`config.mk`:
```
export PLATFORM = sky130hd
export DESIGN_NAME = conv_fifo
export DESIGN_NICKNAME = d
export VERILOG_FILES = /design/src/rtl/conv_pkg.sv /design/src/rtl/conv_fifo.sv
export SDC_FILE = /design/constraint.sdc
export NUM_CORES = 1
export LEC_CHECK = 0
export BUFFER_PORTS_ARGS = -buffer_cell sky130_fd_sc_hd__buf_4
export CORE_UTILIZATION = 44
export DETAILED_ROUTE_END_ITERATION = 10
export GPL_TIMING_DRIVEN = 0
export PLACE_DENSITY = 0.65
export SKIP_LAST_GASP = 1
export SLEW_MARGIN = 20
export SYNTH_ARGS = -nofsm -noshare
export SYNTH_HDL_FRONTEND = slang
export SYNTH_SLANG_ARGS = --single-unit
```
`constraint.sdc`:
```
create_clock -name clock -period 4.8 [get_ports clock]
set_input_delay 0.96 -clock clock [delete_from_list [all_inputs] [get_ports clock]]
set_output_delay 0.96 -clock clock [all_outputs]
set_load 0.05 [all_outputs]
```
`src/rtl/conv_pkg.sv`:
```
package conv_pkg;

    localparam int PIXEL_W = 16;
    typedef logic signed [PIXEL_W-1:0] pixel_t;
    localparam int FRAC_BITS = 8;                   // coefficient fraction bits

    localparam int KSIZE = 3;
    localparam int KWORDS = KSIZE * KSIZE;
    localparam int COEF_IDX_W = $clog2(KWORDS);

    localparam int MAX_RES = 64;
    localparam int RES_W = 7;                       // side plus padding
    typedef logic [RES_W-1:0] res_t;

    // image side per select code
    localparam int RES_SEL_W = 2;
    localparam res_t RES_TABLE [2**RES_SEL_W] = '{7'd8, 7'd16, 7'd32, 7'd64};

    localparam int ROWSUM_W = 2 * PIXEL_W + 2;
    typedef logic signed [ROWSUM_W-1:0] rowsum_t;

    localparam int ADDR_W = 32;
    localparam int BURST_W = 7;
    localparam int BYTES_PER_PIXEL = 2;
    localparam int FIFO_DEPTH = MAX_RES;            // one row

    localparam int CSR_ADDR_W = 3;
    localparam logic [CSR_ADDR_W-1:0] CSR_CTRL = 3'd0;
    localparam logic [CSR_ADDR_W-1:0] CSR_RES = 3'd1;
    localparam logic [CSR_ADDR_W-1:0] CSR_SRC = 3'd2;
    localparam logic [CSR_ADDR_W-1:0] CSR_DST = 3'd3;
    localparam logic [CSR_ADDR_W-1:0] CSR_KER = 3'd4;

endpackage

```
`src/rtl/conv_fifo.sv`:
```
`timescale 1ns/100ps

module conv_fifo import conv_pkg::*; #(
    parameter int DEPTH = FIFO_DEPTH
) (
    input  logic                clock,
    input  logic                clock_sreset,
    input  logic                wr,
    input  pixel_t              wdata,
    input  logic                rd,
    output pixel_t              rdata,
    output logic [BURST_W-1:0]  count
);
    localparam int PTR_W = $clog2(DEPTH);

    pixel_t           mem [DEPTH];
    logic [PTR_W-1:0] wptr;
    logic [PTR_W-1:0] rptr;

    assign rdata = mem[rptr];                       // show-ahead

    always_ff @(posedge clock) begin
        if (wr) begin
            mem[wptr] <= wdata;
        end
    end

    always_ff @(posedge clock) begin
        if (clock_sreset) begin
            wptr <= '0;
            rptr <= '0;
            count <= '0;
        end
        else begin
            if (wr) begin
                wptr <= wptr + 1'b1;
            end
            if (rd) begin
                rptr <= rptr + 1'b1;
            end
            count <= count + {{(BURST_W-1){1'b0}}, wr} - {{(BURST_W-1){1'b0}}, rd};
        end
    end

endmodule

```
=== Word level (Yosys, flattened, before mapping) ===
Memory sizes are Yosys's and may differ from the RTL's. A register that Yosys moved wholly into a read port is not among the register bits.
Index checks and enable logic that the tools add are counted.

* Register bits after elaboration: 19
* Bits in writable memories: 1,024
* Bits of input ports: 20
* Output and inout bits: 23
* Logic and storage cells: 12
* Memories kept: 1

* Add/sub/neg operators: 4
* Muxes and demuxes: 4

{| class="wikitable"
|+ Memories
! memory !! words !! width !! read ports !! clocked after memory_dff !! wr ports !! line !! RTL
|-
| mem || 64 || 16 || 1 || 1 || 1 || conv_fifo.sv:16 || <nowiki>pixel_t mem [DEPTH];</nowiki>
|}

{| class="wikitable"
|+ Operator list
! operator !! number
|-
| 6-bit by 1-bit adder with 6-bit output (second input constant) || 2
|-
| 6-bit 2-to-1 mux || 2
|-
| 7-bit by 1-bit adder with 7-bit output || 1
|-
| 7-bit by 1-bit subtractor with 7-bit output || 1
|-
| 1-bit 2-to-1 mux || 2
|}

=== Logic depth before layout (Yosys ltp) ===
* Depth in word-level cells: 3
* Gate-level depth with buffers: 11
* Mapped depth without buffers: 11

=== Worst setup path after synthesis ===
Ideal clock, no wire load.

* Kind: register to output
* Start point: reg (tool-made name)
* End point: out rdata[4]
* Data arrival time: 2,464 ps
* Required time: 3,840 ps
* Slack: 1,376 ps
* Stages on the path, launching flop included: 9
* Path buffers: 4
* Cells stage by stage: dfxtp_1 > buf_6 > buf_6 > buf_6 > nand3_4 > buf_4 > o221ai_1 > a211oi_1 > nor3_1

{| class="wikitable"
|+ RTL lines
! what !! line !! RTL
|-
| end, declared || conv_fifo.sv:11 || <nowiki>output pixel_t rdata,</nowiki>
|}

==> impl_metrics.ini <==
[run_status]
status = finished with violations
violations = negative setup slack

[timing]
max_freq_mhz = 205
hold_viol = 0
fin_crit_ps = 4870
worst_pin_slew_ps = 1070
drv_slew = 0
min_period_over_period = 1.01
clock_skew_ps = 21.7
setup_ws_ps = -68.8
setup_viol = 1
slew_headroom = 0.285
rsz0062_at_grt = no

[cells_and_area]
nets = 2300
seqCellArea_um2 = 31300
multi_input_area_um2 = 9120
n_fill_cell = 7205
synthToLayoutAreaGrowth_pct = 14.8
final_common_cell = edfxtp_1
drive_above_1_share = 0.228
design_area_um2 = 46800
layout_common_cells = 1024 x edfxtp_1, 242 x mux2i_1, 137 x mux4_2
utilization = 0.510

[setup_path]
slowest_stage = a211oi_2
slowest_delay_ps = 650
ff2ff_setup_slack_ps = 1850
reg2reg_from = wptr[0]
regToRegEndpoint = mem[7][6]
path_cells = buf_4 -> buf_4 -> buf_2 -> inv_1 -> nand2_1 -> o22ai_1 -> a211oi_2 -> and3_1 -> buf_4
critPathArrivalTime_ps = 3910
crit_fanout = 10
endpoint_kind = output port
ff2ff_path_depth = 4
worst-setup-path-type = reg2out
critPathRequiredTime_ps = 3840
start_kind = register
cpMostUsedCell = buf_4

[pwr]
leakagePower_nw = 14.3
p_per_area_nw_per_um2 = 417
power_switching_mw = 4.46
pwr-share-seq = 0.519
clockPowerShare = 0.403
switching_share = 0.228
p_comb_frac = 0.078
peakVddDrop_mv = 0.309
intPower_mw = 15.1

[clocking]
clockBufferDepth = 3
cts.clk_slew.worst_paths_ps = 60
numCtsBuffers = 105
cts.sinks = 1049
cts_tree = done
cts_setup_buffers = 0
cts-root-buf = clkbuf_16
worst_skew_pair.late_latency_ps = 680
htree_levels = 3

[routing]
drc = 0
ant_nets = 0
dr.pass1.iters = 5
wl_per_cell_um = 31.3
vias = 21500
drtIter0Drc = 2895
wl_mm = 111
vias_per_cell = 6.08

[placed_design]
hpwl_mm = 72.0
place_ws_ps = 201
place_area_um2 = 43400
io_buffers = 42
gp_congestion = 0.912

[logic_synthesis]
syn_inst = 2079
ys_seq_area_frac = 0.767
synth_seq_cells = 1049
ys.flop_type = edfxtp_1
synth_edf_count = 1024
synth_fp_nets = 2109
ys_types = 53
synth_top_area_share = 0.755
synth_area_leaders = edfxtp_1 75%, mux4_2 7.6%, mux2i_1 6.0%
synth_area_um2 = 40700
yosys.area.top_type = edfxtp_1
yosys_warnings = 0
syn_avg_cell_area_um2 = 19.6
async_flop_share = 0

[min_path]
hold_end = rptr[5]
hold_start = rptr[5]
holdPathStages = 2
min-delay-path-class = reg2reg

[job]
maxCapViolCount = 0

[global_routing]
grt_pass1_vias = 21700
antenna_found_initial = 3
grt_pass1_wl_mm = 156
grt_start_max_net_pins = 65
overflow = 0
grtUsageTotal = 0.236

[floorplanning]
row_count = 111
core_area_um2 = 91700
initial_core_util = 0.444
ios = 43
die_w_um = 306
die_h_um = 306
dieArea_um2 = 93800
==> area by class of cell <==
type,count,share of cell area
buffer,115,0.0154
multi-input combinational,898,0.195
clock inverter,62,0.0104
sequential,1049,0.668
timing repair buffer,84,0.0184
inverter,17,0.00136
antenna,1,0.0000535
tap,1186,0.0317
clock buffer,129,0.0597
==> per-layer routing <==
metal  vias up  track usage  part of all wire
met5         -            0                 0
met4         0       0.0891             0.039
met3       195       0.0525              0.10
met2      1170        0.371              0.47
met1     11300        0.322              0.39
li1       8903            -                 -
==> power by group through the flow <==
stage          combinational, mW  clock (mW)  sequential (mW)
2_1_floorplan              0.836           0             10.4
3_3_place_gp                1.44           0             10.3
3_5_place_dp                1.50           0             10.3
4_1_cts                     1.50        7.90             10.1
5_1_grt                     1.59        8.25             10.1
6_report                    1.52        7.87             10.1
==> flip-flops by register name, summed over array words and instances, names as in the netlist, named ones only <==
name and flops:
mem 1024, wptr 6, rptr 6, count 7
==> how the worst max path moves through the flow <==
stage | end | slack, ps
after floorplan | rdata[4] | 1380
after global placement | mem[48][1] | -210
after detailed placement | rdata[13] | 200
after CTS | rdata[13] | 40
after global routing | rdata[3] | 5
final | rdata[9] | -70
==> worst max-delay path, delay by kind of cell (launching register included) <==
kind                   cells  cell delay [ps]
buffers and inverters      5             1440
AND/OR/NAND/NOR            2              570
AO/OA/AOI/OAI              2              800
flip-flops                 1              390
==> kinds of logic after synthesis <==
logic type	after synthesis	synth area share
flops	1049	0.767
mux	380	0.135
xor+xnor	10	0.00215
fa+ha+maj	10	0.00326
compound gates	229	0.0399
buf+inv	132	0.0192
simple gates	269	0.0328
==> metrics by stage <==
stage          TNS [ps]  hold WS, ps  cells  total power [mW]
2_1_floorplan         0          459   2079              11.2
3_3_place_gp      -8640          479   3307              11.8
3_5_place_dp          0          496   3349              11.8
4_1_cts               0          507   3540              19.5
5_1_grt               0          551   3540              20.0
6_report          -68.8          495   3541              19.5
==> synth_stat cells, types with 17 or more instances <==
library cell,number
edfxtp_1,1024
mux2i_1,243
mux4_2,137
nor2_1,83
a22oi_1,76
nand2_1,48
nand3_1,41
buf_2,40
buf_4,30
clkbuf_1,28
o22ai_1,28
dfxtp_1,25
a21oi_1,24
a211oi_1,20
nor3_1,19
a22o_1,17
inv_1,17
==> what timing repair did <==
item	CTS	global route
gates cloned	0	0
hold buffers	0	0
setup endpoints to repair	13	7
gates resized for setup	9	8
hold endpoints to repair	0	0
Note: power is estimated with default switching activity, not from simulation.
