===== src/rtl/conv_pkg.sv =====
package conv_pkg;

    localparam int PIXEL_W = 16;
    typedef logic signed [PIXEL_W-1:0] pixel_t;
    localparam int FRAC_BITS = 8;                   // coefficient fraction bits

    localparam int KSIZE = 3;
    localparam int KWORDS = KSIZE * KSIZE;
    localparam int COEF_IDX_W = $clog2(KWORDS);

    localparam int MAX_RES = 64;
    localparam int RES_W = 7;                       // side plus padding
    typedef logic [RES_W-1:0] res_t;

    // image side per select code
    localparam int RES_SEL_W = 2;
    localparam res_t RES_TABLE [2**RES_SEL_W] = '{7'd8, 7'd16, 7'd32, 7'd64};

    localparam int ROWSUM_W = 2 * PIXEL_W + 2;
    typedef logic signed [ROWSUM_W-1:0] rowsum_t;

    localparam int ADDR_W = 32;
    localparam int BURST_W = 7;
    localparam int BYTES_PER_PIXEL = 2;
    localparam int FIFO_DEPTH = MAX_RES;            // one row

    localparam int CSR_ADDR_W = 3;
    localparam logic [CSR_ADDR_W-1:0] CSR_CTRL = 3'd0;
    localparam logic [CSR_ADDR_W-1:0] CSR_RES = 3'd1;
    localparam logic [CSR_ADDR_W-1:0] CSR_SRC = 3'd2;
    localparam logic [CSR_ADDR_W-1:0] CSR_DST = 3'd3;
    localparam logic [CSR_ADDR_W-1:0] CSR_KER = 3'd4;

endpackage


===== src/rtl/conv_row_mac.sv =====
`timescale 1ns/100ps

module conv_row_mac import conv_pkg::*; #(
    parameter int ROW = 0
) (
    input  logic                  clock,
    input  logic                  clock_sreset,
    input  logic                  coef_valid,
    input  logic [COEF_IDX_W-1:0] coef_index,
    input  pixel_t                coef,
    input  pixel_t [KSIZE-1:0]    taps,
    input  logic                  win_valid,
    output rowsum_t               row_sum,
    output logic                  row_valid
);
    pixel_t                      coefs [KSIZE];
    logic signed [2*PIXEL_W-1:0] prod [KSIZE];
    logic                        prod_valid;
    rowsum_t                     sum;

    always_comb begin
        sum = '0;
        for (int j = 0; j < KSIZE; j++) begin
            sum = sum + rowsum_t'(prod[j]);
        end
    end

    always_ff @(posedge clock) begin
        for (int j = 0; j < KSIZE; j++) begin
            if (coef_valid && coef_index == ROW * KSIZE + j) begin
                coefs[j] <= coef;                   // row-major kernel order
            end
            prod[j] <= taps[j] * coefs[j];
        end
        row_sum <= sum;
    end

    always_ff @(posedge clock) begin
        if (clock_sreset) begin
            prod_valid <= 1'b0;
            row_valid <= 1'b0;
        end
        else begin
            prod_valid <= win_valid;
            row_valid <= prod_valid;
        end
    end

endmodule


===== config.mk =====
export PLATFORM = sky130hd
export DESIGN_NAME = conv_row_mac
export DESIGN_NICKNAME = d
export VERILOG_FILES = /design/src/rtl/conv_pkg.sv /design/src/rtl/conv_row_mac.sv
export SDC_FILE = /design/constraint.sdc
export NUM_CORES = 2
export LEC_CHECK = 0
export BUFFER_PORTS_ARGS = -buffer_cell sky130_fd_sc_hd__buf_2
export CAP_MARGIN = 20
export CORE_MARGIN = 3
export CORE_UTILIZATION = 40
export CTS_CLUSTER_DIAMETER = 30
export DETAILED_ROUTE_END_ITERATION = 8
export PLACE_DENSITY = 0.59
export SYNTH_ARGS = -nofsm -noshare
export SYNTH_HDL_FRONTEND = slang
export SYNTH_SLANG_ARGS = --single-unit

===== constraint.sdc =====
create_clock -name clock -period 7.4 [get_ports clock]
set_input_delay 0.37 -clock clock [delete_from_list [all_inputs] [get_ports clock]]
set_output_delay 0.37 -clock clock [all_outputs]
set_load 0.01 [all_outputs]

# After elaboration in Yosys (flattened, before gate mapping)
# Memory sizes are Yosys's and may differ from the RTL's.
# Index checks and enable logic that the tools add are counted.
[classes] multipliers=3 magnitude_cmp=0 mux=12 eq_ne=2 n_reduce_logical=6 n_shift=0 div=0 addsub=2 bitwise=0
[ops] cell="16-bit by 16-bit multiplier with 32-bit output" n=3
[ops] cell="33-bit by 32-bit adder with 34-bit output" n=1
[ops] cell="32-bit by 32-bit adder with 33-bit output" n=1
[ops] cell="16-bit two-way mux" n=2
[ops] cell="16-bit OR reduction" n=2
[ops] cell="1-bit two-way mux" n=8
[ops] cell="4-bit by 1-bit equality test with 1-bit output, second input constant" n=1
[ops] cell="4-bit by 2-bit equality test with 1-bit output, second input constant" n=1
[ops] cell="4-bit zero test" n=1
[ops] cell="2-bit two-way mux" n=2
[ops] cell="1-bit logical AND" n=3
[word_totals] memories=2 inputBits=72 out_inout_bits=35 mem_bits_ro=0 latch_bits=0 register_bits=36 word_cells=30 ramBits=144
[mem_list] name="prod" depth=3 word_bits=32 read_ports=3 rd_clocked_by_memory_dff=0 write_ports=3 line="conv_row_mac.sv:17" source="logic signed [2*PIXEL_W-1:0] prod [KSIZE];"
[mem_list] name="coefs" depth=3 word_bits=16 read_ports=3 rd_clocked_by_memory_dff=0 write_ports=1 line="conv_row_mac.sv:16" source="pixel_t coefs [KSIZE];"

# Logic depth before layout (Yosys ltp)
[logic_depth] word_depth=7 depth_mapped=23 depth_no_buf=21

# Least setup slack after synthesis
# Ideal clock, no wire load.
[synth_path] path_type="register -> register" startpoint="mem coefs[0][17] in the netlist's numbering" endpoint="mem prod[0][63] in the netlist's numbering" slack_ns=1.207 path_stages_with_launch=20 synth_period_minus_slack_ns=6.193 setup_ns=0.072 path_buffers=1 t_arrival_ns=6.120 required_time_ns=7.328 path_cell_list="edfxtp_1 > clkbuf_1 > nand2_1 > inv_1 > fa_1 > fa_1 > fa_1 > fa_1 > fa_1 > inv_1 > fa_1 > inv_1 > ha_1 > or4_1 > a21oi_1 > o31ai_1 > or4_1 > a31o_1 > a21oi_2 > xnor2_1"
[synth_lines] element="start: declaration" line="conv_row_mac.sv:16"
[synth_lines] element="end: declaration" line="conv_row_mac.sv:17"

==> results.toml <==
[synthesis]
synthCells = 3673
ys_seq_elements = 180
synth.distinct_cells = 64
syn-mean-instance-area_um2 = 9.739
ys_seq_area_share_pct = 11.42
yosysWarnings = 0
syn_nets = 4842
synthArstFlopShare_pct = 0
synth.cell_area_um2 = 35770
synth_edf_count = 48
synthFlopType = "dfxtp_1"

[grt]
grt_pass1_vias = 26940
grtUsageTotal_pct = 19.62
grt_pass1_wl_um = 144000
grt_overflow = 0
antenna_found_initial = 3
grt_max_degree = 21

[drt]
firstDrtPassIters = 5
wl_per_cell_um = 17.41
wl_um = 85170
drc = 0
dr_total_vias = 24260
drt_iter0_drc = 1306
drt.antenna.violating_nets = 0
met1_length_um = 37630
vias_per_cell = 4.959
top_layer = "met4"
wl_met2_um = 41670
dr_wl_met3_um = 3521

[setup_path]
cp_cell_sequence = "nand2_1 -> inv_1 -> fa_1 -> fa_1 -> fa_1 -> fa_1 -> fa_1 -> inv_1 -> fa_1 -> inv_1 -> ha_1 -> or4_1 -> a21oi_1 -> o31ai_1 -> or4_1 -> a31o_1 -> a21oi_2 -> xnor2_1"
cp_top_family = "adder cells"
worstPathArrival_ns = 7.14
crit_fanout = 16
worstPathBufferInverterCount = 3
cp_common_cell = "fa_1"
cp_slowest_cell = "fa_1"
required_ns = 7.80
critPathCaptureType = "register"
critPathKind = "register to register"
critPathMaxStageDelay_ns = 0.90
critPathLaunchType = "register"

[cts]
clock_latency_ns = 0.48
post_cts_buffers = 0
clkTransAtPathRegs_ns = 0.09
clock_path_buffers = 2
htreeDepth = 4
cts_tree = "done"
post_cts_resized = 0
numClockSinks = 180
cts_root_buffer = "clkbuf_16"
cts_hold_buf = 0
numCtsBuffers = 17

[finish]
multi_input_area_um2 = 28050
n_fill_cell = 8519
instances_no_fill = 4891
drive_gt1_share_pct = 4.779
finalCoreUtilization_pct = 43.07
fin_nets = 4881
seqCellArea_um2 = 4084
area_growth_pct = 6.569

[job]
drv_cap = 0

[floorplan]
core_area_um2 = 88510
die_y_um = 305.0
dieArea_um2 = 93050
die_w_um = 305.0
pin_count = 107
initial_core_util_pct = 40.41
rows = 109

[sta]
worstMarginPinSlew_ns = 0.9458
setup_viol = 0
rsz0062_at_grt = "no"
max_slew_margin_pct = 36.95
slew_violations = 0
min_period_ns = 6.745
timing.final.hold_violations = 0
whs_ns = 0.06249
clock.fmax_mhz = 148.3
finalCritPeriodShare_pct = 91.15
tns_ns = 0
finalClockSkew_ns = 0.02904

[hold_path]
hp-class = "input port to register"

[placed_design]
dpl.cell_count = 4858
port_buffers = 106
place_hpwl_um = 72150
gp_congestion = 0.8403

[outcome]
outcome = "completed"
-- per-stage QoR --
step,area (µm²),worst slack [ns]
floorplan,35770,1.207
global placement,37510,0.7652
detailed placement,37510,0.6373
CTS,38120,0.5974
global route,38120,0.2797
finish,38120,0.6551
-- routing by layer --
metal	up-vias	GRT usage (%)
li1	11040	-
met1	12580	26.57
met2	524	33.47
met3	109	2.314
met4	0	5.228
met5	-	0
-- cell families after synthesis --
family                   Yosys count  synth area share, %
AO/OA/AOI/OAI                    311                5.778
XOR/XNOR                         136                3.330
adder cells (fa/ha/maj)         1097                55.56
buffers and inverters            972                10.20
flip-flops                       180                11.42
multiplexers                       1              0.03148
AND/OR/NAND/NOR                  976                13.68
-- worst register-to-register path, stage by stage (launching register included) --
cell and delay [ns]:
edfxtp_1 0.64, nand2_1 0.22, inv_1 0.10, fa_1 0.65, fa_1 0.90, fa_1 0.53
fa_1 0.51, fa_1 0.50, inv_1 0.05, fa_1 0.47, inv_1 0.04, ha_1 0.22
or4_1 0.57, a21oi_1 0.17, o31ai_1 0.12, or4_1 0.45, a31o_1 0.25, a21oi_2 0.14
xnor2_1 0.12
-- worst paths after layout --
path | endpoint | cells after the start | slack [ns] | start
worst max-delay path | prod[0][63] | 18 | 0.66 | coefs[0][17]
worst min-delay path | row_valid | 2 | 0.06 | clock_sreset
worst min register to register | row_valid | 1 | 0.45 | prod_valid
worst max register to register | prod[0][63] | 18 | 0.66 | coefs[0][17]
-- final cells by class --
| class | count | share of cell area, % |
|---|---|---|
| Sequential cell | 180 | 10.71 |
| Inverter | 871 | 8.577 |
| Clock inverter | 15 | 0.4858 |
| Antenna cell | 1 | 0.006564 |
| Timing Repair Buffer | 121 | 1.687 |
| Clock buffer | 17 | 1.116 |
| Multi-Input combinational cell | 2521 | 73.59 |
| Tap cell | 1165 | 3.824 |
-- cell usage after synthesis, drive strengths merged (9+ instances only) --
library cell,number,area [µm²]
a211oi,20,165.2
a21o,32,240.2
a21oi,105,533.0
a31oi,10,75.07
and2,380,2377
clkbuf,100,375.4
dfxtp,132,2643
edfxtp,48,1441
fa,819,16400
ha,278,3478
inv,871,3269
nand2,392,1471
nand2b,23,143.9
nand3,24,120.1
nor2,89,334.1
nor2b,12,75.07
nor3,15,75.07
o211ai,9,67.56
o21a,14,105.1
o21ai,49,245.2
o21bai,18,135.1
xnor2,115,1007
xor2,21,183.9
-- state kept, by name, indices dropped and copies added (netlist names) --
register / count
prod: 96
coefs: 48
row_sum: 34
prod_valid: 1
row_valid: 1
-- placed cells by master (no fill, tap or decap), drive strengths merged, types with 9 or more instances in the layout --
cell and instances:
a211oi 20, a21o 32, a21oi 105, a31oi 10, and2 380, buf 121, clkbuf 17, dfxtp 132
edfxtp 48, fa 819, ha 278, inv 878, nand2 392, nand2b 23, nand3 24, nor2 89
nor2b 12, nor3 15, o211ai 9, o21a 14, o21ai 49, o21bai 18, xnor2 115, xor2 21
Power is not shown: default switching activity piles up to over one toggle a cycle in this logic, so the estimate is an artifact.
