===== src/rtl/conv_pkg.sv =====
package conv_pkg;

    localparam int PIXEL_W = 16;
    typedef logic signed [PIXEL_W-1:0] pixel_t;
    localparam int FRAC_BITS = 8;                   // coefficient fraction bits

    localparam int KSIZE = 3;
    localparam int KWORDS = KSIZE * KSIZE;
    localparam int COEF_IDX_W = $clog2(KWORDS);

    localparam int MAX_RES = 64;
    localparam int RES_W = 7;                       // side plus padding
    typedef logic [RES_W-1:0] res_t;

    // image side per select code
    localparam int RES_SEL_W = 2;
    localparam res_t RES_TABLE [2**RES_SEL_W] = '{7'd8, 7'd16, 7'd32, 7'd64};

    localparam int ROWSUM_W = 2 * PIXEL_W + 2;
    typedef logic signed [ROWSUM_W-1:0] rowsum_t;

    localparam int ADDR_W = 32;
    localparam int BURST_W = 7;
    localparam int BYTES_PER_PIXEL = 2;
    localparam int FIFO_DEPTH = MAX_RES;            // one row

    localparam int CSR_ADDR_W = 3;
    localparam logic [CSR_ADDR_W-1:0] CSR_CTRL = 3'd0;
    localparam logic [CSR_ADDR_W-1:0] CSR_RES = 3'd1;
    localparam logic [CSR_ADDR_W-1:0] CSR_SRC = 3'd2;
    localparam logic [CSR_ADDR_W-1:0] CSR_DST = 3'd3;
    localparam logic [CSR_ADDR_W-1:0] CSR_KER = 3'd4;

endpackage


===== src/rtl/conv_row_sum.sv =====
`timescale 1ns/100ps

module conv_row_sum import conv_pkg::*; (
    input  logic    clock,
    input  logic    clock_sreset,
    input  rowsum_t row_sum0,
    input  rowsum_t row_sum1,
    input  rowsum_t row_sum2,
    input  logic    row_valid,
    output logic    res_wr,
    output pixel_t  res_data
);
    logic signed [ROWSUM_W+1:0] total;

    assign total = row_sum0 + row_sum1 + row_sum2;

    // drop the fraction, upper bits wrap
    always_ff @(posedge clock) begin
        res_data <= pixel_t'(total >>> FRAC_BITS);
    end

    always_ff @(posedge clock) begin
        if (clock_sreset) begin
            res_wr <= 1'b0;
        end
        else begin
            res_wr <= row_valid;
        end
    end

endmodule


===== config.mk =====
export PLATFORM = sky130hd
export DESIGN_NAME = conv_row_sum
export DESIGN_NICKNAME = d
export VERILOG_FILES = /design/src/rtl/conv_pkg.sv /design/src/rtl/conv_row_sum.sv
export SDC_FILE = /design/constraint.sdc
export NUM_CORES = 1
export LEC_CHECK = 0
export BUFFER_PORTS_ARGS = -buffer_cell sky130_fd_sc_hd__clkbuf_2
export CELL_PAD_IN_SITES_DETAIL_PLACEMENT = 1
export CELL_PAD_IN_SITES_GLOBAL_PLACEMENT = 1
export CORE_MARGIN = 8
export CORE_UTILIZATION = 28
export CTS_BUF_LIST = sky130_fd_sc_hd__clkbuf_4 sky130_fd_sc_hd__clkbuf_8
export DETAILED_ROUTE_END_ITERATION = 16
export PLACE_DENSITY = 0.79
export SLEW_MARGIN = 30
export SYNTH_ARGS = -nofsm -noshare
export SYNTH_HDL_FRONTEND = slang
export SYNTH_SLANG_ARGS = --single-unit
export TNS_END_PERCENT = 1

===== constraint.sdc =====
create_clock -name clock -period 3.5 [get_ports clock]
set_clock_uncertainty 0.15 [all_clocks]
set_input_delay 0.35 -clock clock [delete_from_list [all_inputs] [get_ports clock]]
set_output_delay 0.35 -clock clock [all_outputs]
set_load 0.005 [all_outputs]

== Word-level counts from Yosys, hierarchy flattened ==
Cells that the tools add are included.

* Logic and storage cells: 4
* Bits in registers: 17
* Input bits: 105

* $add $sub $neg: 2

{| class="wikitable"
|+ Operators with widths
! cell !! number
|-
| 24-bit adder || 2
|}

== Logic depth before layout (Yosys ltp) ==
Gate-level depths: netlist of the first run.

* Depth in word-level cells: 2
* Gate-level depth with buffers: 11
* Gate-level depth less buffers: 11

== Least setup slack after synthesis of the first run ==
OpenSTA, ideal clock, no wires.

* Path type: input to register
* Start: input port row_sum0[3]
* End: register res_data[12]
* Library setup time: 124 ps
* Arrival: 2,477 ps
* Path slack: 749 ps
* Cell stages on the path: 11
* Cells stage by stage: inv_1 -> fa_1 -> inv_1 -> ha_1 -> nand2_1 -> o31a_2 -> o31ai_2 -> a31oi_1 -> nor4_1 -> a311oi_1 -> xnor2_1

* Longest elaborated chain between the ends: 2

{| class="wikitable"
|+ RTL lines
! item !! line !! text
|-
| start, declared || conv_row_sum.sv:6 || <nowiki>input rowsum_t row_sum0,</nowiki>
|-
| 24-bit adder (2 in series) || conv_row_sum.sv:15 || <nowiki>assign total = row_sum0 + row_sum1 + row_sum2;</nowiki>
|-
| named net total[20] || conv_row_sum.sv:13 || <nowiki>logic signed [ROWSUM_W+1:0] total;</nowiki>
|-
| end signal, assigned || conv_row_sum.sv:19 || <nowiki>res_data <= pixel_t'(total >>> FRAC_BITS);</nowiki>
|-
| end, declared || conv_row_sum.sv:11 || <nowiki>output pixel_t res_data</nowiki>
|}

The timed path passes the listed nets, and every way through them passes these cells.
A chain may end at the register's enable or synchronous reset.

== Final worst setup path of the first run ==
* Start: input port row_sum0[3]
* End: register res_data[13]

The elaborated chain is that of the path after synthesis.

==> flow_metrics.env, run 1 <==
export IMPL_cp_max_fo=4
export IMPL_cts_setup_buffers=0
export IMPL_yosysTopAreaCell="fa_1"
export IMPL_arrival_ps=2820
export IMPL_syn_to_final_growth_pct=32.6
export IMPL_vias=1785
export IMPL_routed_wirelength_mm=5.50
export IMPL_synth_nets=335
export IMPL_nFillCells=753
export IMPL_grt_ovfl_total=0
export IMPL_power_density_nw_per_um2=468
export IMPL_synth_top_area_share_pct=23.9
export IMPL_htreeDepth=1
export IMPL_synth_edf_count=0
export IMPL_antenna_cells=0
export IMPL_grtUsageTotal_pct=11.6
export IMPL_fin_setup_tns_ps=0
export IMPL_core_um2=6350
export IMPL_critical_path_slowest_cell="fa_1"
export IMPL_cts_root_buf="clkbuf_8"
export IMPL_cts_buffers=3
export IMPL_cp_end_kind="register"
export IMPL_chipHeight_um=97.2
export IMPL_cpPeakStageDelay_ps=550
export IMPL_ys_async_sr_fraction_pct=0
export IMPL_cts_tree="done"
export IMPL_path_clk_slew_ps=70
export IMPL_synthTopCellsByCount="fa_1, ha_1, a21oi_1, dfxtp_1, inv_1"
export IMPL_syn_area_um2=1840
export IMPL_first_pass_iters=4
export IMPL_synth_avg_cell_area_um2=9.92
export IMPL_gp_congestion=0.758
export IMPL_final_nets=431
export IMPL_dpl_hpwl_mm=4.92
export IMPL_worst_slew_pin_slew_ps=483
export IMPL_cts_buffer_depth=2
export IMPL_placementRows=29
export IMPL_grt_pass1_wl_mm=9.28
export IMPL_post_drt_via_cell_ratio=4.99
export IMPL_max_slew_margin_rel_pct=67.7
export IMPL_ant_nets=0
export IMPL_vdd_drop_max_mv=0.194
export IMPL_critPathRequiredTime_ps=3500
export IMPL_grt_max_degree=10
export IMPL_grt_setup_unrepaired="false"
export IMPL_antenna_found_initial=0
export IMPL_cts_resized_gates=0
export IMPL_grt_pass1_vias=2030
export IMPL_remaining_drc_errors=0
export IMPL_hold_slack_ps=88.2
export IMPL_p_leak_uw=0.00122
export IMPL_outcome="finished clean"
export IMPL_syn_instance_count=186
export IMPL_cap_viol_max_count=0
export IMPL_dieArea_um2=9440
export IMPL_synth_cell_type_count=41
export IMPL_drive_above_1_share_pct=36.7
export IMPL_fin_crit_ps=2820
export IMPL_cp_cell_sequence="clkbuf_2 -> inv_1 -> fa_1 -> inv_1 -> ha_1 -> nand2_1 -> o31a_2 -> nor2_2 -> a21oi_2 -> a2bb2oi_1 -> a31oi_1 -> xnor2_1"
export IMPL_cts_sinks=17
export IMPL_fin_crit_sh_pct=80.6
export IMPL_wire_per_inst_um=15.4
export IMPL_cp_common_cell="inv_1"
export IMPL_critical_path_class="primary input to register"
export IMPL_report_final_slew_viol_count=0
export IMPL_ys_ff_latch=17
export IMPL_initial_core_util_pct=29.0
export IMPL_ys_flop_type="dfxtp_1"
export IMPL_drt_iter0_markers=54
export IMPL_synth_warnings=0
export IMPL_hold_viol_final=0
export IMPL_ioPinCount=122
export IMPL_cts_hold_buf=0
export IMPL_worstSetupStartpointType="primary input"
export IMPL_synth_seq_area_share_pct=18.5
export IMPL_max_freq_mhz=354
export IMPL_hp_class="primary input to register"
export IMPL_port_buffer_count=91
export IMPL_finalSetupViolations=0
export IMPL_synth_area_leaders="fa_1, dfxtp_1, ha_1"
export IMPL_die_x_um=97.2
==> critical path: cells and delay by family <==
kind / cells / cell delay (ps)
AND/OR/NAND/NOR: 2 / 250
buffers and inverters: 3 / 170
AO/OA/AOI/OAI: 4 / 1010
XOR/XNOR: 1 / 140
adder cells (fa/ha/maj): 2 / 890
==> cells by family (layout without fill, tap and decap cells) <==
logic type | Yosys count | count (layout) | synth area share [%]
adders and majority gates | 44 | 44 | 38.8
AOI/OAI and AO/OA | 59 | 59 | 22.4
DFF | 17 | 17 | 18.5
muxes | 1 | 1 | 0.611
xor gates and xnor gates | 17 | 17 | 8.07
buffers and inverters | 14 | 109 | 2.85
and+or+nand+nor | 34 | 34 | 8.82
==> cells in the final DEF, fill, tap and decap left out, drive strengths merged, types with 3 or more instances in the layout <==
cell	n
clkbuf	95
o21a	3
o21ai	10
ha	22
fa	22
nand4	4
a21oi	18
xor2	7
dfxtp	17
nor2	12
inv	14
nand2	9
a21o	8
o211ai	3
xnor2	10
==> per-stage QoR <==
| stage | instances | utilization, % | power, uW | area [um2] | worst slack (ps) |
|---|---|---|---|---|---|
| global route | 358 | 38.5 | 1250 | 2440 | 487 |
| CTS | 358 | 38.5 | 1160 | 2440 | 662 |
| finish | 358 | 38.5 | 1140 | 2440 | 679 |
| floorplan | 186 | - | 722 | 1840 | 749 |
| global placement | 354 | 37.7 | 965 | 2400 | 476 |
| detailed placement | 354 | 37.7 | 987 | 2400 | 380 |
==> per-layer routing <==
metal | wire length [um] | track usage (%) | vias to the layer above
li1 | - | - | 859
met2 | 2830 | 20.9 | 67
met5 | 0 | 0 | -
met4 | 88 | 4.97 | 0
met1 | 2210 | 12.5 | 853
met3 | 365 | 2.92 | 6
==> flip-flops by register name, indices dropped and copies added, names as in the netlist <==
signal    cells
res_data     16
res_wr        1
==> final timing paths <==
| kind | cells after the start | from | slack, ps | end |
|---|---|---|---|---|
| worst max-delay path | 12 | row_sum0[3] | 680 | res_data[13] |
| worst min-delay path | 2 | clock_sreset | 90 | res_wr |
==> power by group <==
group	internal, uW	total, uW	leakage, uW	switching (uW)
Combinational	307	658	0.00105	351
Clock	88.9	167	0.0000262	78.1
Sequential	290	318	0.000143	28.3
==> area by class of cell <==
cell class	instances	area (um2)	share of cell area (%)
sequential	17	340	13.9
inverter	14	52.6	2.15
timing repair buffer	91	455	18.6
multi-input combinational	155	1450	59.4
clock buffer	4	48.8	2.00
tap	77	96.3	3.94
Power figures use the tool's default switching activity.
==> run 2, diff against run 1 <==
--- a/config.mk
+++ b/config.mk
@@ -12,7 +12,7 @@
 export CORE_UTILIZATION = 28
 export CTS_BUF_LIST = sky130_fd_sc_hd__clkbuf_4 sky130_fd_sc_hd__clkbuf_8
 export DETAILED_ROUTE_END_ITERATION = 16
-export PLACE_DENSITY = 0.79
+export PLACE_DENSITY = 0.82
 export SLEW_MARGIN = 30
 export SYNTH_ARGS = -nofsm -noshare
 export SYNTH_HDL_FRONTEND = slang
==> constraint.sdc (replaced) <==
create_clock -name clock -period 2.4 [get_ports clock]
set_clock_uncertainty 0.15 [all_clocks]
set_input_delay 0.24 -clock clock [delete_from_list [all_inputs] [get_ports clock]]
set_output_delay 0.24 -clock clock [all_outputs]
set_load 0.005 [all_outputs]
==> run 2 against run 1 <==
Net effect: the run now ends with setup timing left; setup slack worse by 800 ps; combinational power up 90%; non-clock buffer count grew 43; critical endpoint is now res_data[12]; die area unchanged; power up 69%; first-iteration DRC count down 26%; largest power group unchanged; design area grew 17%; highest routed layer unchanged; final cell count up 12%; sequential power increased by 47%.
==> flow_metrics.env, run 2 (same netlist as run 1, synthesis figures left out) <==
export IMPL_outcome="complete, but fails checks"
export IMPL_failed_checks="setup timing"
export IMPL_dieArea_um2=9440
export IMPL_max_freq_mhz=397
export IMPL_cts_buffer_depth=2
export IMPL_cap_viol_max_count=0
export IMPL_fin_setup_tns_ps=-140
export IMPL_vdd_drop_max_mv=0.356
export IMPL_initial_core_util_pct=29.0
export IMPL_grt_max_degree=11
export IMPL_first_pass_iters=4
export IMPL_grt_setup_unrepaired="true"
export IMPL_path_clk_slew_ps=70
export IMPL_fin_crit_ps=2520
export IMPL_cts_root_buf="clkbuf_8"
export IMPL_cpPeakStageDelay_ps=560
export IMPL_syn_to_final_growth_pct=55.6
export IMPL_wire_per_inst_um=15.7
export IMPL_cp_end_kind="register"
export IMPL_reg_largest_list="res_data x16, res_wr x1"
export IMPL_ioPinCount=122
export IMPL_cp_max_fo=3
export IMPL_ant_nets=0
export IMPL_max_slew_margin_rel_pct=71.5
export IMPL_route_met2_wl_mm=3.32
export IMPL_wirelength_met1_mm=2.54
export IMPL_final_common_cell="clkbuf_2"
export IMPL_worst_slack_ps=-120
export IMPL_design_area_um2=2870
export IMPL_finalSetupViolations=3
export IMPL_arrival_ps=2510
export IMPL_gp_congestion=0.854
export IMPL_p_leak_uw=0.00145
export IMPL_placementRows=29
export IMPL_grt_pass1_wl_mm=10.4
export IMPL_cts_tree="done"
export IMPL_critical_path_class="primary input to register"
export IMPL_cts_buffers=3
export IMPL_final_util_pct=45.2
export IMPL_largest_reg_flops=16
export IMPL_grt_pass1_vias=2279
export IMPL_chipHeight_um=97.2
export IMPL_final_cell_mix="clkbuf_2, buf_4, fa_1"
export IMPL_cts_sinks=17
export IMPL_post_drt_via_cell_ratio=4.86
export IMPL_hp_class="primary input to register"
export IMPL_core_um2=6350
export IMPL_dpl_hpwl_mm=5.66
export IMPL_port_buffer_count=91
export IMPL_dp_cells=396
export IMPL_grt_ovfl_total=0
export IMPL_worst_slew_pin_slew_ps=423
export IMPL_antenna_cells=0
export IMPL_highest_layer="met4"
export IMPL_power_total_uw=1940
export IMPL_critPathRequiredTime_ps=2390
export IMPL_dpl_cell_area_um2=2770
export IMPL_drive_above_1_share_pct=48.1
export IMPL_grtUsageTotal_pct=12.9
export IMPL_route_met3_wl_um=304
export IMPL_cp_cell_sequence="clkbuf_8 -> inv_8 -> fa_1 -> inv_2 -> ha_4 -> nand2_2 -> o31a_4 -> o31ai_4 -> a31oi_1 -> nor4_1 -> a311oi_1 -> xnor2_1"
export IMPL_routed_wirelength_mm=6.29
export IMPL_final_nets=474
export IMPL_vias=1948
export IMPL_top_register="res_data"
export IMPL_hold_viol_final=0
export IMPL_drt_iter0_markers=40
export IMPL_power_density_nw_per_um2=674
export IMPL_fin_crit_sh_pct=105
export IMPL_critical_path_slowest_cell="fa_1"
export IMPL_die_x_um=97.2
export IMPL_fin_cells=401
export IMPL_worstSetupStartpointType="primary input"
export IMPL_report_final_slew_viol_count=0
export IMPL_antenna_found_initial=0
export IMPL_remaining_drc_errors=0
export IMPL_htreeDepth=1
[run 2: cell types whose count changed in the layout (fill, tap and decap cells not counted), moves of 2 or more]
cell     before  now
inv_1        14   12
buf_4         0   42
a21oi_1      17   15
o21ai_2       0    2
[run 2: through the flow]
| step | hold slack (ps) | setup WS [ps] |
|---|---|---|
| floorplan | 162 | -90.4 |
| global route | 72.9 | -256 |
| finish | 45.2 | -120 |
| global placement | 251 | -329 |
| CTS | 51.3 | -124 |
| detailed placement | 251 | -420 |
[run 2: where the power goes]
group | internal, uW | switching [uW] | leakage [uW] | total [uW]
combinational | 645 | 608 | 0.00128 | 1250
clock | 115 | 98.0 | 0.0000255 | 213
sequential | 423 | 45.5 | 0.000143 | 469
total | 1180 | 752 | 0.00145 | 1940
[run 2: final cells by class]
| type | count | area (um2) |
|---|---|---|
| fill | 766 | 3480 |
| multi-input combinational | 155 | 1540 |
| timing repair buffer | 134 | 790 |
| sequential | 17 | 340 |
| tap | 77 | 96.3 |
| inverter | 14 | 60.1 |
| clock buffer | 3 | 41.3 |
| clock inverter | 1 | 5.00 |
[run 2: layer usage]
layer  vias to the layer above  GRT usage [%]
li1                        946              -
met4                         0           4.38
met5                         -              0
met1                       924           14.3
met2                        67           24.2
met3                        11           2.06
[run 2: critical path: cells and delay by family]
kind                     cells  cell delay (ps)
buffers and inverters        3              200
XOR/XNOR                     1              140
AO/OA/AOI/OAI                4              840
AND/OR/NAND/NOR              2              260
adder cells (fa/ha/maj)      2              840
[run 2: path summary, 6_finish.rpt]
kind / start / end / depth (start not counted)
max: row_sum2[3] / res_data[12] / 12
min: row_valid / res_wr / 2
[run 2: timing repair]
action / 4_1_cts / 5_1_grt
endpoints found under the setup margin: 10 / 10
pin swaps: 4 / 2
gates resized for setup: 5 / 3
cloned: 0 / 0
endpoints found under the hold margin: 1 / 0
hold buffers: 1 / 0
buffers inserted: 0 / 0
