--- config.mk ---
export PLATFORM = sky130hd
export DESIGN_NAME = conv_sequencer
export DESIGN_NICKNAME = d
export VERILOG_FILES = /design/src/rtl/conv_pkg.sv /design/src/rtl/conv_sequencer.sv
export SDC_FILE = /design/constraint.sdc
export NUM_CORES = 1
export LEC_CHECK = 0
export ABC_AREA = 1
export BUFFER_PORTS_ARGS = -buffer_cell sky130_fd_sc_hd__buf_2
export CAP_MARGIN = 20
export CORE_MARGIN = 5
export CORE_UTILIZATION = 44
export DETAILED_ROUTE_END_ITERATION = 12
export GPL_TIMING_DRIVEN = 0
export PLACE_DENSITY = 0.68
export SLEW_MARGIN = 10
export SYNTH_ARGS = -nofsm -noshare
export SYNTH_HDL_FRONTEND = slang
export SYNTH_SLANG_ARGS = --single-unit
--- constraint.sdc ---
create_clock -name clock -period 8.8 [get_ports clock]
set_clock_uncertainty 0.2 [all_clocks]
set_input_delay 1.32 -clock clock [delete_from_list [all_inputs] [get_ports clock]]
set_output_delay 1.32 -clock clock [all_outputs]
set_load 0.005 [all_outputs]
--- src/rtl/conv_pkg.sv ---
package conv_pkg;

    localparam int PIXEL_W = 16;
    typedef logic signed [PIXEL_W-1:0] pixel_t;
    localparam int FRAC_BITS = 8;                   // coefficient fraction bits

    localparam int KSIZE = 3;
    localparam int KWORDS = KSIZE * KSIZE;
    localparam int COEF_IDX_W = $clog2(KWORDS);

    localparam int MAX_RES = 64;
    localparam int RES_W = 7;                       // side plus padding
    typedef logic [RES_W-1:0] res_t;

    // image side per select code
    localparam int RES_SEL_W = 2;
    localparam res_t RES_TABLE [2**RES_SEL_W] = '{7'd8, 7'd16, 7'd32, 7'd64};

    localparam int ROWSUM_W = 2 * PIXEL_W + 2;
    typedef logic signed [ROWSUM_W-1:0] rowsum_t;

    localparam int ADDR_W = 32;
    localparam int BURST_W = 7;
    localparam int BYTES_PER_PIXEL = 2;
    localparam int FIFO_DEPTH = MAX_RES;            // one row

    localparam int CSR_ADDR_W = 3;
    localparam logic [CSR_ADDR_W-1:0] CSR_CTRL = 3'd0;
    localparam logic [CSR_ADDR_W-1:0] CSR_RES = 3'd1;
    localparam logic [CSR_ADDR_W-1:0] CSR_SRC = 3'd2;
    localparam logic [CSR_ADDR_W-1:0] CSR_DST = 3'd3;
    localparam logic [CSR_ADDR_W-1:0] CSR_KER = 3'd4;

endpackage

--- src/rtl/conv_sequencer.sv ---
`timescale 1ns/100ps

module conv_sequencer import conv_pkg::*; (
    input  logic                  clock,
    input  logic                  clock_sreset,
    input  logic                  go,
    input  logic [RES_SEL_W-1:0]  res_sel,
    input  logic [ADDR_W-1:0]     src_addr,
    input  logic [ADDR_W-1:0]     dst_addr,
    input  logic [ADDR_W-1:0]     ker_addr,
    output logic                  busy,
    output logic [ADDR_W-1:0]     m_address,
    output logic [BURST_W-1:0]    m_burstcount,
    output logic                  m_read,
    output logic                  m_write,
    input  logic                  m_readdatavalid,
    input  logic                  m_waitrequest,
    input  logic [BURST_W-1:0]    src_count,
    input  pixel_t                src_q,
    output logic                  src_rd,
    output logic                  src_wr,
    output logic                  coef_valid,
    output logic [COEF_IDX_W-1:0] coef_index,
    output pixel_t                feed_pixel,
    output logic                  feed_valid,
    output logic                  feed_row_start,
    input  logic [BURST_W-1:0]    res_count,
    output logic                  res_rd
);
    typedef enum logic [2:0] {S_IDLE, S_KER, S_ROW, S_READ, S_FEED, S_WAIT, S_WRITE} state_t;

    state_t            state;
    res_t              side;
    res_t              row;                         // padded row 0 .. side+1
    res_t              col;
    res_t              word_cnt;
    logic [ADDR_W-1:0] src_ptr;
    logic [ADDR_W-1:0] dst_ptr;
    logic [ADDR_W-1:0] stride;
    logic              border;
    logic              interior;

    assign stride = ADDR_W'(side) * ADDR_W'(BYTES_PER_PIXEL);
    assign border = (row == '0) || (row == side + 1'b1);
    assign interior = ~border && (col != '0) && (col != side + 1'b1);

    always_comb begin
        coef_valid = (state == S_KER) & m_readdatavalid;
        coef_index = word_cnt[COEF_IDX_W-1:0];
        src_wr = (state == S_READ) & m_readdatavalid;
        feed_valid = (state == S_FEED);
        feed_row_start = feed_valid & (col == '0);
        src_rd = feed_valid & interior;
        feed_pixel = src_rd ? src_q : '0;           // zero border
        res_rd = m_write & ~m_waitrequest;
    end

    always_ff @(posedge clock) begin
        if (clock_sreset) begin
            state <= S_IDLE;
            busy <= 1'b0;
            m_read <= 1'b0;
            m_write <= 1'b0;
        end
        else begin
            if (m_read && !m_waitrequest) begin
                m_read <= 1'b0;                     // request taken
            end
            case (state)
                S_IDLE: begin
                    if (go) begin
                        busy <= 1'b1;
                        side <= RES_TABLE[res_sel];
                        src_ptr <= src_addr;
                        dst_ptr <= dst_addr;
                        m_address <= ker_addr;
                        m_burstcount <= BURST_W'(KWORDS);
                        m_read <= 1'b1;
                        word_cnt <= '0;
                        state <= S_KER;
                    end
                end
                S_KER: begin
                    if (m_readdatavalid) begin
                        word_cnt <= word_cnt + 1'b1;
                        if (word_cnt == KWORDS - 1) begin
                            row <= '0;
                            state <= S_ROW;
                        end
                    end
                end
                S_ROW: begin
                    col <= '0;
                    if (border) begin
                        state <= S_FEED;
                    end
                    else begin
                        m_address <= src_ptr;
                        m_burstcount <= side;
                        m_read <= 1'b1;
                        src_ptr <= src_ptr + stride;
                        state <= S_READ;
                    end
                end
                S_READ: begin
                    if (src_count == side) begin    // whole row buffered
                        state <= S_FEED;
                    end
                end
                S_FEED: begin
                    col <= col + 1'b1;
                    if (col == side + 1'b1) begin
                        if (row >= 2) begin
                            state <= S_WAIT;
                        end
                        else begin
                            row <= row + 1'b1;
                            state <= S_ROW;
                        end
                    end
                end
                S_WAIT: begin
                    if (res_count == side) begin
                        m_address <= dst_ptr;
                        m_burstcount <= side;
                        m_write <= 1'b1;
                        dst_ptr <= dst_ptr + stride;
                        word_cnt <= '0;
                        state <= S_WRITE;
                    end
                end
                S_WRITE: begin
                    if (!m_waitrequest) begin
                        word_cnt <= word_cnt + 1'b1;
                        if (word_cnt == side - 1'b1) begin
                            m_write <= 1'b0;
                            if (row == side + 1'b1) begin
                                busy <= 1'b0;
                                state <= S_IDLE;
                            end
                            else begin
                                row <= row + 1'b1;
                                state <= S_ROW;
                            end
                        end
                    end
                end
                default: state <= S_IDLE;
            endcase
        end
    end

endmodule

== Word level (Yosys, flattened, before mapping) ==
Index checks and enable logic that the tools add are counted.
Storage, ports and cells
  register bits: 137
  memories: 0
  bits in latches: 0
  memory bits (read-only): 0
  output and inout port bits: 68
  RAM bits: 0
  input bits: 133
Cells by class
  equal/unequal tests: 25
  shift operators: 0
  bitwise gates (word level): 9
  div/mod/pow operators: 0
  multiplexer cells: 57
  magnitude comparators: 2
  $add $sub $neg: 7
  multiply operators: 0
  reduce and logical (&&, ||, !) cells: 27
Operators with widths (count)
  $mux 32: 7
  $pmux 32 s2: 2
  $mux 7: 16
  $pmux 32 s3: 1
  $add 32x8->32: 2
  $pmux 7 s3: 2
  $eq 7x7->1: 5
  $mux 3: 10
  $add 7x1->7 const B: 4
  $pmux 7 s4: 1
  $pmux 3 s7: 1
  $ne 2x2->1 const B: 9
  $mux 16: 1
  $bmux 7 s2: 1
  $logic_not 7->1: 2
  $pmux 7 s2: 1
  $reduce_and 4->1: 3
  $mux 1: 10
  $reduce_and 5->1: 2
  $reduce_bool 2->1: 5
  $eq 3x3->1 const B: 3
  $reduce_and 9->1: 1
  $reduce_and 8->1: 1
  $eq 7x4->1 const B: 1
  22 further kinds: 36

== Depth between registers and ports, before layout ==
  depth in word-level cells: 8
  depth in mapped cells: 16

== Worst setup path before layout ==
No wires, ideal clock.
  path kind: input -> register
  from: input res_count[1]
  to: register m_address[0] (enable)
  buffers on the path: 0
  cell stages on the path: 7
  data arrival time: 4.635 ns
  path slack: 3.478 ns
  cells stage by stage: nor2_1 nand2_1 nor2_1 nand3_1 nand2_1 nand2_1 a211oi_1
On the way
  cells in the longest elaborated chain, start to end: 3
RTL lines
  from (decl): line conv_sequencer.sv:27  | input logic [BURST_W-1:0] res_count,
  $eq 7x7->1: line conv_sequencer.sv:123  | if (res_count == side) begin
  $ne 2x2->1 (no line)
  $reduce_and 5->1 (no line)
  to (signal assigned): line conv_sequencer.sv:76  | m_address <= ker_addr;
  to (signal assigned): line conv_sequencer.sv:98  | m_address <= src_ptr;
  to (signal assigned): line conv_sequencer.sv:124  | m_address <= dst_ptr;
  to (decl): line conv_sequencer.sv:12  | output logic [ADDR_W-1:0] m_address,
No other way between the ends.
A chain may end at the register's enable or synchronous reset.

== Worst setup path after layout ==
  from: register side[4]
  to: output feed_pixel[13]
On the way
  cells in the longest elaborated chain, start to end: 8
  elaborated cells on any way between the ends: 9
RTL lines
  from (decl): line conv_sequencer.sv:33  | res_t side;
  from (signal assigned): line conv_sequencer.sv:73  | side <= RES_TABLE[res_sel];
  $add 7x1->7 (*): line conv_sequencer.sv:44, conv_sequencer.sv:45
  $eq 7x7->1: line conv_sequencer.sv:44  | assign border = (row == '0) || (row == side + 1'b1);
  $logic_or 1x1->1: line conv_sequencer.sv:44
  $not 1->1: line conv_sequencer.sv:45  | assign interior = ~border && (col != '0) && (col != side + 1'b1);
  $logic_and 1x1->1: line conv_sequencer.sv:45
  $logic_and 1x1->1 (*): line conv_sequencer.sv:45
  $and 1x1->1 (*): line conv_sequencer.sv:53  | src_rd = feed_valid & interior;
  $mux 16 (*): line conv_sequencer.sv:54  | feed_pixel = src_rd ? src_q : '0;
  to (decl): line conv_sequencer.sv:24  | output pixel_t feed_pixel,
Mark *: on every way between the ends. The rest lies on a longest branch, timed or not.

==> impl_metrics.sql <==
INSERT INTO impl_metrics (metric_group, metric, value, unit) VALUES
('global_routing', 'grt_antenna_before_repair', '0', ''),
('detailed_routing', 'wl_per_cell', '17.19', 'um'),
('logic_synthesis', 'synth-seq-cells', '132', ''),
('worst_hold_path', 'hp-class', 'reg -> reg', ''),
('power_and_ir_drop', 'p_switching', '914.7', 'uW'),
('logic_synthesis', 'synth_cell_types', '43', ''),
('power_and_ir_drop', 'p_clk_frac', '0.279', ''),
('logic_synthesis', 'synth_edf_count', '126', ''),
('logic_synthesis', 'post_synth_main_area_contributors', 'sky130_fd_sc_hd__edfxtp_1 46%, sky130_fd_sc_hd__nand2_1 12%, sky130_fd_sc_hd__nand3_1 6.7%', ''),
('clocking', 'clkSinkCount', '132', ''),
('floorplan', 'floorplan.die_area', '21580', 'sq um'),
('timing', 'max_slew.worst_pin.slew', '0.7900', 'ns'),
('logic_synthesis', 'post_synth_top_area_cell', 'sky130_fd_sc_hd__edfxtp_1', ''),
('clocking', 'tritoncts', 'yes', ''),
('place', 'count_of_port_buffers_added_during_placement', '198', ''),
('final_layout', 'syn2layout_area_growth', '23.98', '%'),
('clocking', 'clkLatencyLatePin', '0.43', 'ns'),
('power_and_ir_drop', 'static-leakage-power', '0.004817', 'uW'),
('timing', 'max_clock_freq', '0.2514', 'GHz'),
('global_routing', 'global_route_wire_length_before_repair', '40.08', 'mm'),
('critical_path', 'critical_path.max_fanout', '10', ''),
('logic_synthesis', 'synthMostInstantiatedCell', 'sky130_fd_sc_hd__nand2_1', ''),
('power_and_ir_drop', 'p_comb_frac', '0.325', ''),
('detailed_routing', 'antenna_left', '0', ''),
('final_layout', 'final_net_count', '1419', ''),
('clocking', 'h_tree_depth', '4', ''),
('logic_synthesis', 'mappedNetlistArea', '8245', 'sq um'),
('global_routing', 'grt_pass1_vias', '7490', ''),
('detailed_routing', 'wl_met1', '11.64', 'mm'),
('logic_synthesis', 'post-synth-top-area-fraction', '0.4589', ''),
('clocking', 'clk_root_buffer_cell', 'sky130_fd_sc_hd__clkbuf_16', ''),
('critical_path', 'r2r_cells', '12', ''),
('timing', 'maxSlewHeadroom', '0.4733', ''),
('timing', 'setup_slack', '4.822', 'ns'),
('logic_synthesis', 'yosysSeqAreaShare', '0.4734', ''),
('run', 'count_of_max_cap_constraint_violations', '0', ''),
('critical_path', 'crit_path_start_kind', 'flop', ''),
('power_and_ir_drop', 'switching_share', '0.3597', ''),
('floorplan', 'floorplan.die.height', '146.9', 'um'),
('detailed_routing', 'drcViolationCount', '0', ''),
('detailed_routing', 'wirelength', '26.01', 'mm'),
('timing', 'pins_over_their_slew_limit', '0', ''),
('detailed_routing', 'dr.max_layer_used', 'met4', ''),
('logic_synthesis', 'post_synthesis_average_cell_area', '7.921', 'sq um'),
('clocking', 'cts_hold_repair.buffers', '0', ''),
('logic_synthesis', 'ys_dominant_reg_cell', 'sky130_fd_sc_hd__edfxtp_1', ''),
('power_and_ir_drop', 'power_frac_seq', '0.395', ''),
('floorplan', 'number_of_primary_i_o_pins', '201', ''),
('critical_path', 'worst_setup_path_end_kind', 'output port', ''),
('power_and_ir_drop', 'power_density', '248.8', 'nW/um^2'),
('critical_path', 'required', '7.28', 'ns'),
('critical_path', 'r2r_setup_slack', '5.86', 'ns'),
('place', 'hpwlAfterDp', '20.35', 'mm'),
('floorplan', 'core.rowCount', '50', ''),
('worst_hold_path', 'hold_end', 'busy', ''),
('logic_synthesis', 'gate_count_post_synth', '1041', ''),
('logic_synthesis', 'synthTopCellsByCount', '269 x sky130_fd_sc_hd__nand2_1, 139 x sky130_fd_sc_hd__inv_1, 132 x sky130_fd_sc_hd__nor2_1', ''),
('timing', 'final-hold-violation-count', '0', ''),
('timing', 'rsz0062_at_grt', 'false', ''),
('outcome', 'outcome', 'finished, final reports clean', ''),
('timing', 'post-route-period-util', '0.4520', ''),
('detailed_routing', 'drt-initial-drc-count', '658', ''),
('power_and_ir_drop', 'p_int', '1628', 'uW'),
('global_routing', 'grt_max_degree', '26', ''),
('critical_path', 'worst-setup-path-type', 'reg -> out', ''),
('worst_hold_path', 'worstHoldPathCells', '2', ''),
('clocking', 'cts_max_path_buffers', '2', ''),
('worst_hold_path', 'min-delay-start', 'busy', ''),
('critical_path', 'crit_arrival', '2.46', 'ns'),
('detailed_routing', 'first_pass_iters', '5', ''),
('detailed_routing', 'viasPerCell', '5.250', '');
==> worst max path at each step <==
stage                 startpoint  depth (start not counted)             end
global placement    res_count[1]                          8   m_address[10]
CTS                      side[4]                         12  feed_pixel[13]
finish                   side[4]                         12  feed_pixel[13]
global route             side[4]                         12   feed_pixel[5]
floorplan           res_count[1]                          7    m_address[0]
detailed placement       side[4]                         12  feed_pixel[13]
==> worst max-delay path, cell delays in order (launching register included) <==
cell and delay [ns]:
sky130_fd_sc_hd__edfxtp_1 0.44, sky130_fd_sc_hd__buf_2 0.22, sky130_fd_sc_hd__inv_2 0.20, sky130_fd_sc_hd__nand2_1 0.10
sky130_fd_sc_hd__nand3_1 0.10, sky130_fd_sc_hd__nor2_1 0.06, sky130_fd_sc_hd__nand2_1 0.10, sky130_fd_sc_hd__nand2_1 0.09
sky130_fd_sc_hd__nor2_1 0.23, sky130_fd_sc_hd__inv_2 0.12, sky130_fd_sc_hd__buf_6 0.16, sky130_fd_sc_hd__nor2_1 0.09
sky130_fd_sc_hd__buf_2 0.12
==> layer usage <==
layer  global-route usage  vias up
li1                     -     3894
met1               0.3314     3708
met2               0.3777      300
met3              0.04380       42
met4              0.06710        0
met5                    0        -
==> per-stage QoR <==
stage                 util  std cells
floorplan                -       1042
global placement    0.5131       1474
detailed placement  0.5193       1481
CTS                 0.5502       1513
global route        0.5502       1513
finish              0.5502       1513
==> power by group through the flow <==
| stage | Sequential (uW) | Combinational (uW) | Clock [uW] |
|---|---|---|---|
| 2_1_floorplan | 1000 | 507 | 0 |
| 3_3_place_gp | 1030 | 768 | 0 |
| 3_5_place_dp | 1010 | 820 | 0 |
| 4_1_cts | 1000 | 826 | 712 |
| 5_1_grt | 1020 | 921 | 741 |
| 6_report | 1010 | 827 | 710 |
==> placed cells by master (no fill, tap or decap), drive strengths merged <==
| cell | Yosys | final |
|---|---|---|
| nand4 | 17 | 17 |
| buf | 25 | 230 |
| a22oi | 1 | 1 |
| fa | 2 | 2 |
| a211oi | 1 | 1 |
| ha | 18 | 18 |
| dfxtp | 6 | 6 |
| nor4 | 8 | 8 |
| xnor2 | 7 | 7 |
| o22ai | 1 | 1 |
| nand2 | 272 | 272 |
| clkbuf | 10 | 30 |
| o2111ai | 1 | 1 |
| a21boi | 1 | 1 |
| a31oi | 2 | 2 |
| a21oi | 18 | 18 |
| bufinv | 0 | 3 |
| xor2 | 16 | 16 |
| o21ai | 25 | 25 |
| clkinvlp | 0 | 3 |
| clkinv | 2 | 8 |
| o21bai | 1 | 1 |
| nor3b | 1 | 1 |
| a221o | 4 | 4 |
| nand3 | 110 | 110 |
| o31ai | 1 | 1 |
| inv | 159 | 159 |
| edfxtp | 126 | 126 |
| nor3 | 27 | 27 |
| nor2 | 143 | 143 |
| o221ai | 5 | 5 |
| o211ai | 24 | 24 |
| nand3b | 2 | 2 |
| conb | 1 | 2 |
| a211o | 3 | 3 |
| o41ai | 1 | 1 |
==> flip-flops by register name, summed over array words and instances (netlist names) <==
signal / count
busy: 1
dst_ptr: 32
m_address: 32
row: 7
state: 3
m_read: 1
src_ptr: 32
m_write: 1
word_cnt: 7
m_burstcount: 5
side: 4
col: 7
==> layout make-up <==
class	count	area [sq um]
flip-flops and latches	132	3904
clock inverters	12	137.6
inverters	161	604.3
clock buffers	20	436.7
repair buffers	205	1075
multi-input cells	714	3590
plain buffers	35	182.7
well taps	234	292.8
fillers	1781	8358
==> kinds of logic (layout without fill, tap and decap cells) <==
| group | count (synthesis) | in the layout | share of synthesized area |
|---|---|---|---|
| simple gates | 580 | 580 | 0.3023 |
| buf+inv | 196 | 433 | 0.09545 |
| flops | 132 | 132 | 0.4734 |
| compound gates | 89 | 89 | 0.07178 |
| xor+xnor | 23 | 23 | 0.02443 |
| fa+ha+maj | 20 | 20 | 0.03217 |
| other cells | 1 | 2 | 0.0004548 |
No activity file was read; power rests on OpenSTA's default activity.
